### src/ex_defs.svh
// Pipeline width defines shared by the execute and write-back stages
`ifndef EX_DEFS_SVH
`define EX_DEFS_SVH

// ------------------------------------------------------------
// Datapath sizes fixed by the instruction set
// ------------------------------------------------------------

// Integer datapath, one register wide
`define DATA_W 32

// Register number, 32 architectural registers
`define REG_ADDR_W 5

// R-type funct field, low bits of the sign-extended immediate
`define FUNCT_W 6

`endif

### src/isa_pkg.sv
// Instruction-set encodings for ALU decode and operand forwarding
`include "ex_defs.svh"

package isa_pkg;

	// Operation class handed over by the decoder
	typedef enum logic [1:0] {
		op_add   = 2'd0, // Loads, stores, addi
		op_sub   = 2'd1, // Branch compare
		op_rtype = 2'd2, // Look at funct
		op_and   = 2'd3  // andi
	} alu_op_e;

	// R-type funct codes handled here
	typedef enum logic [`FUNCT_W-1:0] {
		f_sra  = 6'd3,
		f_mul  = 6'd24,
		f_div  = 6'd26,
		f_add  = 6'd32, // Traps on overflow
		f_addu = 6'd33, // No overflow flag
		f_sub  = 6'd34,
		f_and  = 6'd36,
		f_or   = 6'd37,
		f_xor  = 6'd38,
		f_nor  = 6'd39,
		f_slt  = 6'd42
	} funct_e;

	// ALU operation select
	typedef enum logic [3:0] {
		ac_add  = 4'd0,
		ac_sub  = 4'd1,
		ac_and  = 4'd2,
		ac_or   = 4'd3,
		ac_xor  = 4'd4,
		ac_nor  = 4'd5,
		ac_slt  = 4'd6,
		ac_mul  = 4'd7,
		ac_div  = 4'd8,
		ac_sra  = 4'd9,
		ac_none = 4'd15 // Illegal op/funct pair, result forced to zero
	} alu_ctrl_e;

	// Where an ALU operand comes from
	typedef enum logic [1:0] {
		fw_reg = 2'd0, // Register file read
		fw_wb  = 2'd1, // Value being written back
		fw_mem = 2'd2  // EX/MEM result
	} fwd_sel_e;

endpackage

### src/pipe_pkg.sv
// Pipeline register layouts for issue, EX/MEM and write-back
`include "ex_defs.svh"

package pipe_pkg;

	// ------------------------------------------------------------
	// Control groups carried down the pipe
	// ------------------------------------------------------------

	// Memory stage controls
	typedef struct packed {
		logic mem_read;
		logic mem_write;
		logic branch;
	} mem_ctrl_t;

	// Write-back controls
	typedef struct packed {
		logic reg_write;  // Instruction writes a register
		logic mem_to_reg; // Take load data instead of ALU result
	} wb_ctrl_t;

	// ------------------------------------------------------------
	// Stage payloads
	// ------------------------------------------------------------

	// One decoded instruction entering execute
	typedef struct packed {
		logic [`REG_ADDR_W-1:0] rs;
		logic [`REG_ADDR_W-1:0] rt;
		logic [`REG_ADDR_W-1:0] rd;
		logic [`DATA_W-1:0]     data_1;  // Register file value of rs
		logic [`DATA_W-1:0]     data_2;  // Register file value of rt
		logic [`DATA_W-1:0]     imm;     // Sign-extended, funct in low bits
		isa_pkg::alu_op_e       alu_op;
		logic                   reg_dst; // Write rd, else rt
		logic                   alu_src; // Immediate as operand B
		mem_ctrl_t              mem;
		wb_ctrl_t               wb;
	} ex_issue_t;

	// EX/MEM register contents
	typedef struct packed {
		logic [`DATA_W-1:0]     result;
		logic [`DATA_W-1:0]     store_data; // Forwarded rt value
		logic [`REG_ADDR_W-1:0] dest;
		logic                   zero;
		logic                   overflow;
		mem_ctrl_t              mem;
		wb_ctrl_t               wb;
	} ex_mem_t;

	// Write-back bus, also the late forwarding source
	typedef struct packed {
		logic                   reg_write;
		logic [`REG_ADDR_W-1:0] dest;
		logic [`DATA_W-1:0]     data;
	} wb_bus_t;

endpackage

### src/fwd_unit.sv
// Forwarding unit, picks the source of each ALU operand from EX/MEM or write-back
`timescale 1ns/1ps
`include "ex_defs.svh"

module fwd_unit (
	input  logic [`REG_ADDR_W-1:0] rs,     // Source of operand A
	input  logic [`REG_ADDR_W-1:0] rt,     // Source of operand B
	input  pipe_pkg::ex_mem_t      ex_mem, // Older instruction, one slot ahead
	input  pipe_pkg::wb_bus_t      wb,     // Oldest instruction, being written
	output isa_pkg::fwd_sel_e      fwd_a,
	output isa_pkg::fwd_sel_e      fwd_b
);

	// Priority pick for one source register
	// EX/MEM is the younger producer so it wins
	function automatic isa_pkg::fwd_sel_e pick_src(
		input logic [`REG_ADDR_W-1:0] src,
		input logic                   mem_we,
		input logic [`REG_ADDR_W-1:0] mem_dest,
		input logic                   wb_we,
		input logic [`REG_ADDR_W-1:0] wb_dest
	);
		if (mem_we && (mem_dest != '0) && (mem_dest == src))
			return isa_pkg::fw_mem;
		else if (wb_we && (wb_dest != '0) && (wb_dest == src))
			return isa_pkg::fw_wb;
		else
			return isa_pkg::fw_reg; // r0 and no hazard land here
	endfunction

	always_comb
	begin
		fwd_a = pick_src(rs, ex_mem.wb.reg_write, ex_mem.dest, wb.reg_write, wb.dest);
		fwd_b = pick_src(rt, ex_mem.wb.reg_write, ex_mem.dest, wb.reg_write, wb.dest);
	end

endmodule

### src/alu_decode.sv
// ALU control decoder, maps operation class and funct code to an ALU operation
`timescale 1ns/1ps
`include "ex_defs.svh"

module alu_decode (
	input  isa_pkg::alu_op_e    alu_op,
	input  logic [`FUNCT_W-1:0] funct,   // Only meaningful for R-type
	output isa_pkg::alu_ctrl_e  alu_ctrl
);

	// ------------------------------------------------------------
	// Class decode, R-type falls through to funct
	// ------------------------------------------------------------
	always_comb
	begin
		case (alu_op)
			isa_pkg::op_add: alu_ctrl = isa_pkg::ac_add; // Address calc
			isa_pkg::op_sub: alu_ctrl = isa_pkg::ac_sub; // Compare
			isa_pkg::op_and: alu_ctrl = isa_pkg::ac_and;
			isa_pkg::op_rtype:
			begin
				case (funct)
					isa_pkg::f_sra:  alu_ctrl = isa_pkg::ac_sra;
					isa_pkg::f_mul:  alu_ctrl = isa_pkg::ac_mul;
					isa_pkg::f_div:  alu_ctrl = isa_pkg::ac_div;
					isa_pkg::f_add:  alu_ctrl = isa_pkg::ac_add;
					isa_pkg::f_addu: alu_ctrl = isa_pkg::ac_add; // Same sum, flag differs
					isa_pkg::f_sub:  alu_ctrl = isa_pkg::ac_sub;
					isa_pkg::f_and:  alu_ctrl = isa_pkg::ac_and;
					isa_pkg::f_or:   alu_ctrl = isa_pkg::ac_or;
					isa_pkg::f_xor:  alu_ctrl = isa_pkg::ac_xor;
					isa_pkg::f_nor:  alu_ctrl = isa_pkg::ac_nor;
					isa_pkg::f_slt:  alu_ctrl = isa_pkg::ac_slt;
					default:         alu_ctrl = isa_pkg::ac_none; // Unknown funct
				endcase
			end
			default: alu_ctrl = isa_pkg::ac_none;
		endcase
	end

endmodule

### src/alu.sv
// 32-bit integer ALU with zero and signed-overflow flags
`timescale 1ns/1ps
`include "ex_defs.svh"

module alu (
	input  logic [`DATA_W-1:0]  op_a,
	input  logic [`DATA_W-1:0]  op_b,
	input  isa_pkg::alu_ctrl_e  alu_ctrl,
	input  logic [`FUNCT_W-1:0] funct,    // Tells add from addu for the flag
	output logic [`DATA_W-1:0]  result,
	output logic                zero,
	output logic                overflow
);

	logic [`DATA_W-1:0] sum;
	logic [`DATA_W-1:0] diff;
	logic               add_ovf;
	logic               sub_ovf;

	// Shared adder and subtractor, wrap at 32 bits
	assign sum  = op_a + op_b;
	assign diff = op_a - op_b;

	// Signed overflow, sign of result disagrees with operands
	assign add_ovf = (op_a[`DATA_W-1] == op_b[`DATA_W-1]) &&
		(sum[`DATA_W-1] != op_a[`DATA_W-1]);
	assign sub_ovf = (op_a[`DATA_W-1] != op_b[`DATA_W-1]) &&
		(diff[`DATA_W-1] != op_a[`DATA_W-1]);

	// ------------------------------------------------------------
	// Result select
	// ------------------------------------------------------------
	always_comb
	begin
		case (alu_ctrl)
			isa_pkg::ac_add: result = sum;
			isa_pkg::ac_sub: result = diff;
			isa_pkg::ac_and: result = op_a & op_b;
			isa_pkg::ac_or:  result = op_a | op_b;
			isa_pkg::ac_xor: result = op_a ^ op_b;
			isa_pkg::ac_nor: result = ~(op_a | op_b);
			isa_pkg::ac_slt: result = {{(`DATA_W-1){1'b0}}, $signed(op_a) < $signed(op_b)};
			isa_pkg::ac_mul: result = op_a * op_b; // Low half only
			isa_pkg::ac_div:
			begin
				// Unsigned divide, divide by zero returns all ones
				if (op_b == '0)
					result = '1;
				else
					result = op_a / op_b;
			end
			isa_pkg::ac_sra: result = $signed(op_b) >>> op_a[4:0]; // Shamt from op_a
			default:         result = '0; // ac_none
		endcase
	end

	assign zero = (result == '0);

	// Only add and sub raise the flag; addu and the rest stay clear
	assign overflow = ((alu_ctrl == isa_pkg::ac_add) && (funct == isa_pkg::f_add) && add_ovf) ||
		((alu_ctrl == isa_pkg::ac_sub) && (funct == isa_pkg::f_sub) && sub_ovf);

endmodule

### src/ex_stage.sv
// Execute stage with operand forwarding, ALU, destination select and EX/MEM register
`timescale 1ns/1ps
`include "ex_defs.svh"

module ex_stage (
	input  logic                clk,
	input  logic                rst_n,
	input  pipe_pkg::ex_issue_t issue,
	input  logic                flush,  // Turn this issue into a bubble
	input  pipe_pkg::wb_bus_t   wb,     // Write-back bus for late forwarding
	output pipe_pkg::ex_mem_t   ex_mem
);

	// ------------------------------------------------------------
	// Operand paths
	// ------------------------------------------------------------
	isa_pkg::fwd_sel_e      fwd_a;
	isa_pkg::fwd_sel_e      fwd_b;
	isa_pkg::alu_ctrl_e     alu_ctrl;
	logic [`DATA_W-1:0]     op_a;
	logic [`DATA_W-1:0]     rt_val;     // Forwarded rt, before imm select
	logic [`DATA_W-1:0]     op_b;
	logic [`DATA_W-1:0]     alu_result;
	logic                   alu_zero;
	logic                   alu_overflow;
	logic [`FUNCT_W-1:0]    funct;
	logic [`REG_ADDR_W-1:0] dest;
	pipe_pkg::mem_ctrl_t    mem_ctrl;
	pipe_pkg::wb_ctrl_t     wb_ctrl;

	// Three-way operand mux, same for A and B
	function automatic logic [`DATA_W-1:0] fwd_mux(
		input isa_pkg::fwd_sel_e  sel,
		input logic [`DATA_W-1:0] reg_val,
		input logic [`DATA_W-1:0] wb_val,
		input logic [`DATA_W-1:0] mem_val
	);
		case (sel)
			isa_pkg::fw_mem: return mem_val;
			isa_pkg::fw_wb:  return wb_val;
			default:         return reg_val;
		endcase
	endfunction

	fwd_unit fwd_unit_i (
		.rs     (issue.rs),
		.rt     (issue.rt),
		.ex_mem (ex_mem),   // Our own register feeds the fw_mem path
		.wb     (wb),
		.fwd_a  (fwd_a),
		.fwd_b  (fwd_b)
	);

	assign op_a   = fwd_mux(fwd_a, issue.data_1, wb.data, ex_mem.result);
	assign rt_val = fwd_mux(fwd_b, issue.data_2, wb.data, ex_mem.result);
	assign op_b   = issue.alu_src ? issue.imm : rt_val; // Immediate replaces B

	assign funct = issue.imm[`FUNCT_W-1:0]; // R-type funct rides in imm

	alu_decode alu_decode_i (
		.alu_op   (issue.alu_op),
		.funct    (funct),
		.alu_ctrl (alu_ctrl)
	);

	alu alu_i (
		.op_a     (op_a),
		.op_b     (op_b),
		.alu_ctrl (alu_ctrl),
		.funct    (funct),
		.result   (alu_result),
		.zero     (alu_zero),
		.overflow (alu_overflow)
	);

	// Destination register, rd for R-type
	assign dest = issue.reg_dst ? issue.rd : issue.rt;

	// Flush kills control only; data path still runs
	assign mem_ctrl = flush ? '0 : issue.mem;
	assign wb_ctrl  = flush ? '0 : issue.wb;

	// ------------------------------------------------------------
	// EX/MEM register
	// ------------------------------------------------------------
	always_ff @(posedge clk or negedge rst_n)
	begin
		if (!rst_n)
		begin
			ex_mem <= '0; // Bubble after reset
		end
		else
		begin
			ex_mem.result     <= alu_result;
			ex_mem.store_data <= rt_val; // Never the immediate
			ex_mem.dest       <= dest;
			ex_mem.zero       <= alu_zero;
			ex_mem.overflow   <= alu_overflow;
			ex_mem.mem        <= mem_ctrl;
			ex_mem.wb         <= wb_ctrl;
		end
	end

endmodule

### src/wb_stage.sv
// Write-back stage, MEM/WB register with ALU result or load data select
`timescale 1ns/1ps
`include "ex_defs.svh"

module wb_stage (
	input  logic               clk,
	input  logic               rst_n,
	input  pipe_pkg::ex_mem_t  ex_mem,
	input  logic [`DATA_W-1:0] load_data, // Sampled at the transfer edge
	output pipe_pkg::wb_bus_t  wb
);

	logic [`DATA_W-1:0] wb_data;

	// Loads take memory data, everything else the ALU result
	assign wb_data = ex_mem.wb.mem_to_reg ? load_data : ex_mem.result;

	// MEM/WB register
	always_ff @(posedge clk or negedge rst_n)
	begin
		if (!rst_n)
		begin
			wb <= '0; // No write after reset
		end
		else
		begin
			wb.reg_write <= ex_mem.wb.reg_write;
			wb.dest      <= ex_mem.dest;
			wb.data      <= wb_data;
		end
	end

endmodule

### src/ex_pipe_top.sv
// Execute and write-back pipeline top with the write-back forwarding loop
`timescale 1ns/1ps
`include "ex_defs.svh"

module ex_pipe_top (
	input  logic                clk,
	input  logic                rst_n,
	input  pipe_pkg::ex_issue_t issue,     // One instruction per clock
	input  logic                flush,
	input  logic [`DATA_W-1:0]  load_data, // Data memory read for loads
	output pipe_pkg::ex_mem_t   ex_mem,    // One cycle after issue
	output pipe_pkg::wb_bus_t   wb         // Two cycles after issue
);

	// ------------------------------------------------------------
	// Stages
	// ------------------------------------------------------------

	// Execute, also sees wb for the older hazard
	ex_stage ex_stage_i (
		.clk    (clk),
		.rst_n  (rst_n),
		.issue  (issue),
		.flush  (flush),
		.wb     (wb),
		.ex_mem (ex_mem)
	);

	// Write-back
	wb_stage wb_stage_i (
		.clk       (clk),
		.rst_n     (rst_n),
		.ex_mem    (ex_mem),
		.load_data (load_data),
		.wb        (wb)
	);

endmodule

### config.mk
export PLATFORM = sky130hd
export DESIGN_NAME = ex_pipe_top
export DESIGN_NICKNAME = d
export VERILOG_FILES = /design/src/isa_pkg.sv /design/src/pipe_pkg.sv /design/src/fwd_unit.sv /design/src/alu_decode.sv /design/src/alu.sv /design/src/ex_stage.sv /design/src/wb_stage.sv /design/src/ex_pipe_top.sv
export VERILOG_INCLUDE_DIRS = /design/src
export SDC_FILE = /design/constraint.sdc
export NUM_CORES = 2
export LEC_CHECK = 0
export ABC_CLOCK_PERIOD_IN_PS = 108400
export BUFFER_PORTS_ARGS = -buffer_cell sky130_fd_sc_hd__buf_2
export CAP_MARGIN = 20
export CORE_AREA = 3 3 340 426
export CTS_CLUSTER_DIAMETER = 50
export DETAILED_ROUTE_END_ITERATION = 6
export DIE_AREA = 0 0 343 429
export PLACE_DENSITY = 0.55
export SLEW_MARGIN = 5
export SYNTH_ARGS = -nofsm -noshare
export SYNTH_HDL_FRONTEND = slang
export SYNTH_HIERARCHICAL = 1
export SYNTH_SLANG_ARGS = --single-unit
### constraint.sdc
create_clock -name clk -period 108.4 [get_ports clk]
set_clock_uncertainty 0.15 [all_clocks]
set_input_delay 21.68 -clock clk [delete_from_list [all_inputs] [get_ports clk]]
set_output_delay 21.68 -clock clk [all_outputs]
set_load 0.05 [all_outputs]
**Word level (Yosys, flattened, before mapping)**

Index checks and enable logic that the tools add are counted.

- Add/subtract/negate cells: 2
- Multipliers: 1
- Div/mod/pow operators: 1
- Magnitude comparators: 1
- Eq/ne operators: 35
- Shift-type cells: 1
- Muxes and demuxes: 15
- Bitwise logic cells: 4
- Reductions and logical operators: 20

Operator list:

| operator | count |
|---|---|
| $pmux W32 S10 | 1 |
| $pmux W32 S2 | 2 |
| $mux W32 | 3 |
| $logic_not A32 Y1 | 2 |
| $eq A6 B6 Y1 const B | 8 |
| $pmux W4 S10 | 1 |
| $add A32 B32 Y32 | 1 |
| $and A32 B32 Y32 | 1 |
| $div A32 B32 Y32 | 1 |
| $lt A32 B32 Y1 | 1 |
| $mul A32 B32 Y32 | 1 |
| $not A32 Y32 | 1 |
| $or A32 B32 Y32 | 1 |
| $sshr A32 B5 Y32 | 1 |
| $sub A32 B32 Y32 | 1 |
| $xor A32 B32 Y32 | 1 |
| $eq A5 B5 Y1 | 4 |
| $eq A4 B3 Y1 const B | 4 |
| $pmux W4 S4 | 1 |
| $eq A6 B5 Y1 const B | 2 |
| $logic_and A1 B1 Y1 | 12 |
| $reduce_bool A5 Y1 | 2 |
| $eq A2 B2 Y1 const B | 4 |
| $eq A4 B2 Y1 const B | 2 |
| 14 further kinds | 22 |

- Flip-flop bits (word level): 114
- Bits of input ports: 155
- Logic and storage cells: 93

**Longest topological paths before layout**

- Word-level depth: 13
- Depth in mapped cells: 351
- Depth with buffers taken out: 317

**Hierarchy**

The synthesis kept the hierarchy.

Modules (own cells, without submodules):

| module | times used | cells each | area an instance (sq um) | sequential area each (sq um) |
|---|---|---|---|---|
| alu | 1 | 7263 | 51650.8 | 0.0 |
| ex_stage | 1 | 383 | 4086.4 | 1901.8 |
| wb_stage | 1 | 74 | 1495.2 | 950.9 |
| fwd_unit | 1 | 34 | 257.7 | 0.0 |
| alu_decode | 1 | 24 | 167.7 | 0.0 |

**Worst setup path after synthesis**

OpenSTA, ideal clock, no wires.

- Kind: input to register
- Start: input port issue[114] in the netlist's numbering
- End: register, netlist name ex_stage_i/ex_mem[6]
- Setup time: 0.068 ns
- Data arrival time: 92.166 ns
- Slack: 16.016 ns
- Cell stages on the path: 320
- Buffers on the path: 48
- Cell sequence: xnor2_1 nand3_1 nor4_1 nor4_1 inv_1 ha_1 buf_6 buf_4 a221oi_2 o31ai_2 clkbuf_1 inv_1 buf_1 ha_1 nand2b_1 nor4_1 nand3_1 a22oi_1 [... 284 more ...] clkbuf_1 nand2_1 o21ai_0 ha_1 a21boi_0 o21a_1 o21ai_0 a21oi_1 o21ai_0 a21oi_1 a211o_1 a21oi_1 o21ai_0 a221oi_1 nor4b_1 nand4_1 nor3_1 and4b_1

RTL lines:

| item | line | text |
|---|---|---|
| start, declared | ex_pipe_top.sv:8 | `input pipe_pkg::ex_issue_t issue,` |
| $eq A5 B5 Y1 (*) | fwd_unit.sv:23 | `if (mem_we && (mem_dest != '0) && (mem_dest == src))` |
| $logic_and A1 B1 Y1 (*) | fwd_unit.sv:23 |  |
| $mux W2 (*) | fwd_unit.sv:23 |  |
| via ex_stage_i.fwd_b[1] | ex_stage.sv:18 | `isa_pkg::fwd_sel_e fwd_b;` |
| $eq A2 B1 Y1 or $eq A2 B2 Y1 (tied branches) | ex_stage.sv:38 | `case (sel)` |
| $pmux W32 S2 (*) | ex_stage.sv:38 |  |
| $mux W32 (*) | ex_stage.sv:56 | `assign op_b = issue.alu_src ? issue.imm : rt_val;` |
| via ex_stage_i.op_b[0] | ex_stage.sv:22 | `` logic [`DATA_W-1:0] op_b; `` |
| $div A32 B32 Y32, or another cell as far along | alu.sv:50 | `result = op_a / op_b;` |
| $mux W32 or $not A32 Y32 (tied branches) | alu.sv:47, alu.sv:41 |  |
| $pmux W32 S10 (*) | alu.sv:35 | `case (alu_ctrl)` |
| $logic_not A32 Y1 (*) | alu.sv:57 | `assign zero = (result == '0);` |
| via ex_stage_i.alu_zero | ex_stage.sv:24 | `logic alu_zero;` |

Mark *: on every way through the listed nets, which the timed path passes. The rest lies on a longest branch.

**Worst setup path after layout**

- Start: input port issue[114] in the netlist's numbering
- End: register, netlist name ex_stage_i/ex_mem[6]

RTL lines:

| item | line |
|---|---|
| $eq A5 B5 Y1 (*) | fwd_unit.sv:23 |
| $logic_and A1 B1 Y1 (*) | fwd_unit.sv:23 |
| $mux W2 (*) | fwd_unit.sv:23 |
| via ex_stage_i.fwd_b[1] | ex_stage.sv:18 |
| $eq A2 B1 Y1 or $eq A2 B2 Y1 (tied branches) | ex_stage.sv:38 |
| $pmux W32 S2 (*) | ex_stage.sv:38 |
| $mux W32 (*) | ex_stage.sv:56 |
| via ex_stage_i.op_b[29] | ex_stage.sv:22 |
| $div A32 B32 Y32, or another cell as far along | alu.sv:50 |
| $mux W32 or $not A32 Y32 (tied branches) | alu.sv:47, alu.sv:41 |
| $pmux W32 S10 (*) | alu.sv:35 |
| $logic_not A32 Y1 (*) | alu.sv:57 |
| via ex_stage_i.alu_zero | ex_stage.sv:24 |

Marks and branches as above.

==> results.toml <==
[outcome]
status = "finished clean"

[synthesis]
synthTopCellsByArea = "ha_1, fa_1, nand2_1, dfrtp_1, a21oi_1"
yosysSeqAreaShare_pct = 4.95
synth_cell_type_count = 101
syn_avg_cell_area_um2 = 7.41
synth_warnings = 6
synth_area_um2 = 57700
synth_top_area_share_pct = 16.4
syn-num-nets = 9097
synth_top_area_cell = "ha_1"
synth-edff-count = 0
syn_inst = 7778
ys_seq_elements = 114
synthArstFlopShare_pct = 100
yosys_most_used_dff = "dfrtp_1"

[worst_setup_path]
cp.depth = 303
crit_path_start = "issue[114]"
crit_fanout = 46
cpPeakStageDelay_ns = 0.70
criticalPathCategory = "in -> reg"
crit_end = "ex_stage_i/ex_mem[6]"
cp_data_required_time_ns = 108.64
crit_top_cell = "ha_1"
r2r_cells = 302
ff2ff_setup_slack_ns = 24.60
worstPathArrival_ns = 104.38
regToRegStartpoint = "ex_stage_i/ex_mem[8]"
path_buf_inv = 27
crit_path_start_kind = "primary input"
slowest_stage = "or4_1"
cp_top_family = "compound AO/OA/AOI/OAI gates"
worstSetupEndpointType = "register"
regToRegEndpoint = "ex_stage_i/ex_mem[6]"

[detailed_routing]
wirelength_um = 309000
dr_total_vias = 63849
drt_iter0_drc = 7304
firstDrtPassIters = 7
vias_per_cell = 6.50
drc = 0
ant_nets = 0
post_drt_wl_per_cell_um = 31.5

[sta]
clock.fmax_mhz = 9.60
finalSetupViolations = 0
period_needed_ns = 104.14
hold_viol = 0
relSlewSlack_pct = 10.1
tightest_slew_ns = 1.34
period_share_pct = 96.1
tns_ns = 0
drv_slew = 0

[final_layout]
utilization_pct = 44.5
fin_nets = 9246
final_cell_mix = "nand2_1, ha_1, inv_1"
stdcell_count = 9828
layout_commonest_cell = "nand2_1"
fillCellCount = 14754
area_growth_pct = 8.96
drive_above_1_share_pct = 11.4

[worst_hold_path]
hp-start = "ex_stage_i/ex_mem[1]"
hold_class = "reg -> reg"

[global_routing]
grt_pass1_vias = 61655
grt_overflow = 0
antenna_found_initial = 28
grt_pass1_wl_um = 435000
track_usage_pct = 40.4
grt_max_degree = 65

[power_and_ir_drop]
p_leak_nw = 29.7
vdd_drop_max_mv = 0.122
finalPower_mw = 2.48
power_per_cell_area_nw_per_um2 = 39.4

[placed_design]
finalWeightedCongestion = 1.15
dpl.hpwl_um = 244000
dp.cells = 9772
portBuffers = 268

[clock_network]
cts_hold_buf = 0
cts_sinks = 114
cts-root-buf = "clkbuf_16"
h-tree-depth = 4
clock_latency_ns = 0.46
cts_buffers = 17
cts_max_path_buffers = 2
clkTransAtPathRegs_ns = 0.07
cts_tree = "built"

[floorplan]
die_y_um = 429
initial_utilization_pct = 40.9
pin_count = 269
die_area_um2 = 147000
fp.dieW_um = 343
fp-row-count = 154
coreArea_um2 = 141000

[run]
maxCapViolations = 0
registers in the layout, summed over array words and instances, names as in the netlist:
name	count
ex_stage_i/ex_mem	76
wb_stage_i/wb	38
synth_stat cells, drive strengths merged, types with 93 or more instances:
cell type and n:
nand2 1013, inv 726, xnor2 287, mux2 106
o21a 132, nor2 686, dfrtp 114, o211ai 108
ha 754, clkbuf 267, a21o 188, nor2b 93
fa 410, a21oi 546, o21ai 449, nor3 172
nand3 126, xor2 173
worst min path at each step:
stage	depth (start not counted)	endpoint	slack [ns]
after detailed placement	0	wb_stage_i/wb[37]	0.32
after global routing	0	wb_stage_i/wb[37]	0.36
after CTS	0	wb_stage_i/wb[37]	0.33
after floorplan	0	wb_stage_i/wb[37]	0.54
final	0	wb_stage_i/wb[37]	0.33
after global placement	0	wb_stage_i/wb[37]	0.30
cell type report:
| type | instances | area [µm²] | share of cell area [%] |
|---|---|---|---|
| Sequential cell | 114 | 2850 | 4.54 |
| Timing Repair Buffer | 480 | 2980 | 4.74 |
| Inverter | 731 | 2750 | 4.37 |
| Tap cell | 1872 | 2340 | 3.73 |
| Antenna cell | 16 | 40.0 | 0.0637 |
| Multi-Input combinational cell | 6583 | 51300 | 81.6 |
| Clock inverter | 13 | 160 | 0.255 |
| Clock buffer | 19 | 433 | 0.689 |
power breakdown:
part / switching (mW) / leakage [nW] / internal (mW) / total, mW
registers: 0.0191 / 1.37 / 0.0530 / 0.0720
clock network: 0.0245 / 0.288 / 0.0362 / 0.0607
logic: 1.52 / 28.0 / 0.828 / 2.34
total: 1.56 / 29.7 / 0.917 / 2.48
logic make-up (layout without fill, tap and decap cells):
family	Yosys count	after routing	synth area share, %
compound gates	2206	2206	25.9
fa+ha+maj	1164	1164	30.6
buf+inv	1081	1243	7.31
flops	114	114	4.95
xor+xnor	460	460	6.99
other cells	0	16	0
simple gates	2551	2551	20.0
mux	202	202	4.21
metal layers:
layer  share of wire [%]  track usage (%)  vias to the layer above
li1                    -                -                    27837
met1                  38             49.3                    31247
met2                  44             63.7                     3678
met3                 9.4             7.70                     1081
met4                 8.5             28.4                        6
met5               0.013                0                        -
timing repair:
item | 4_1_cts | 5_1_grt
hold endpoints to repair | 0 | 0
setup endpoints to repair | 0 | 4
setup buffers | 0 | 5
resized for setup | 0 | 50
stage by stage:
stage          area, µm²  hold WS, ns  setup WS (ns)
6_report           62800        0.326           4.26
5_1_grt            62800        0.359        -0.0806
4_1_cts            62500        0.333          0.136
3_5_place_dp       61900        0.318        -0.0540
3_3_place_gp       61800        0.305          -1.24
2_1_floorplan      57700        0.544          16.02
(Power assumes the default switching activity.)
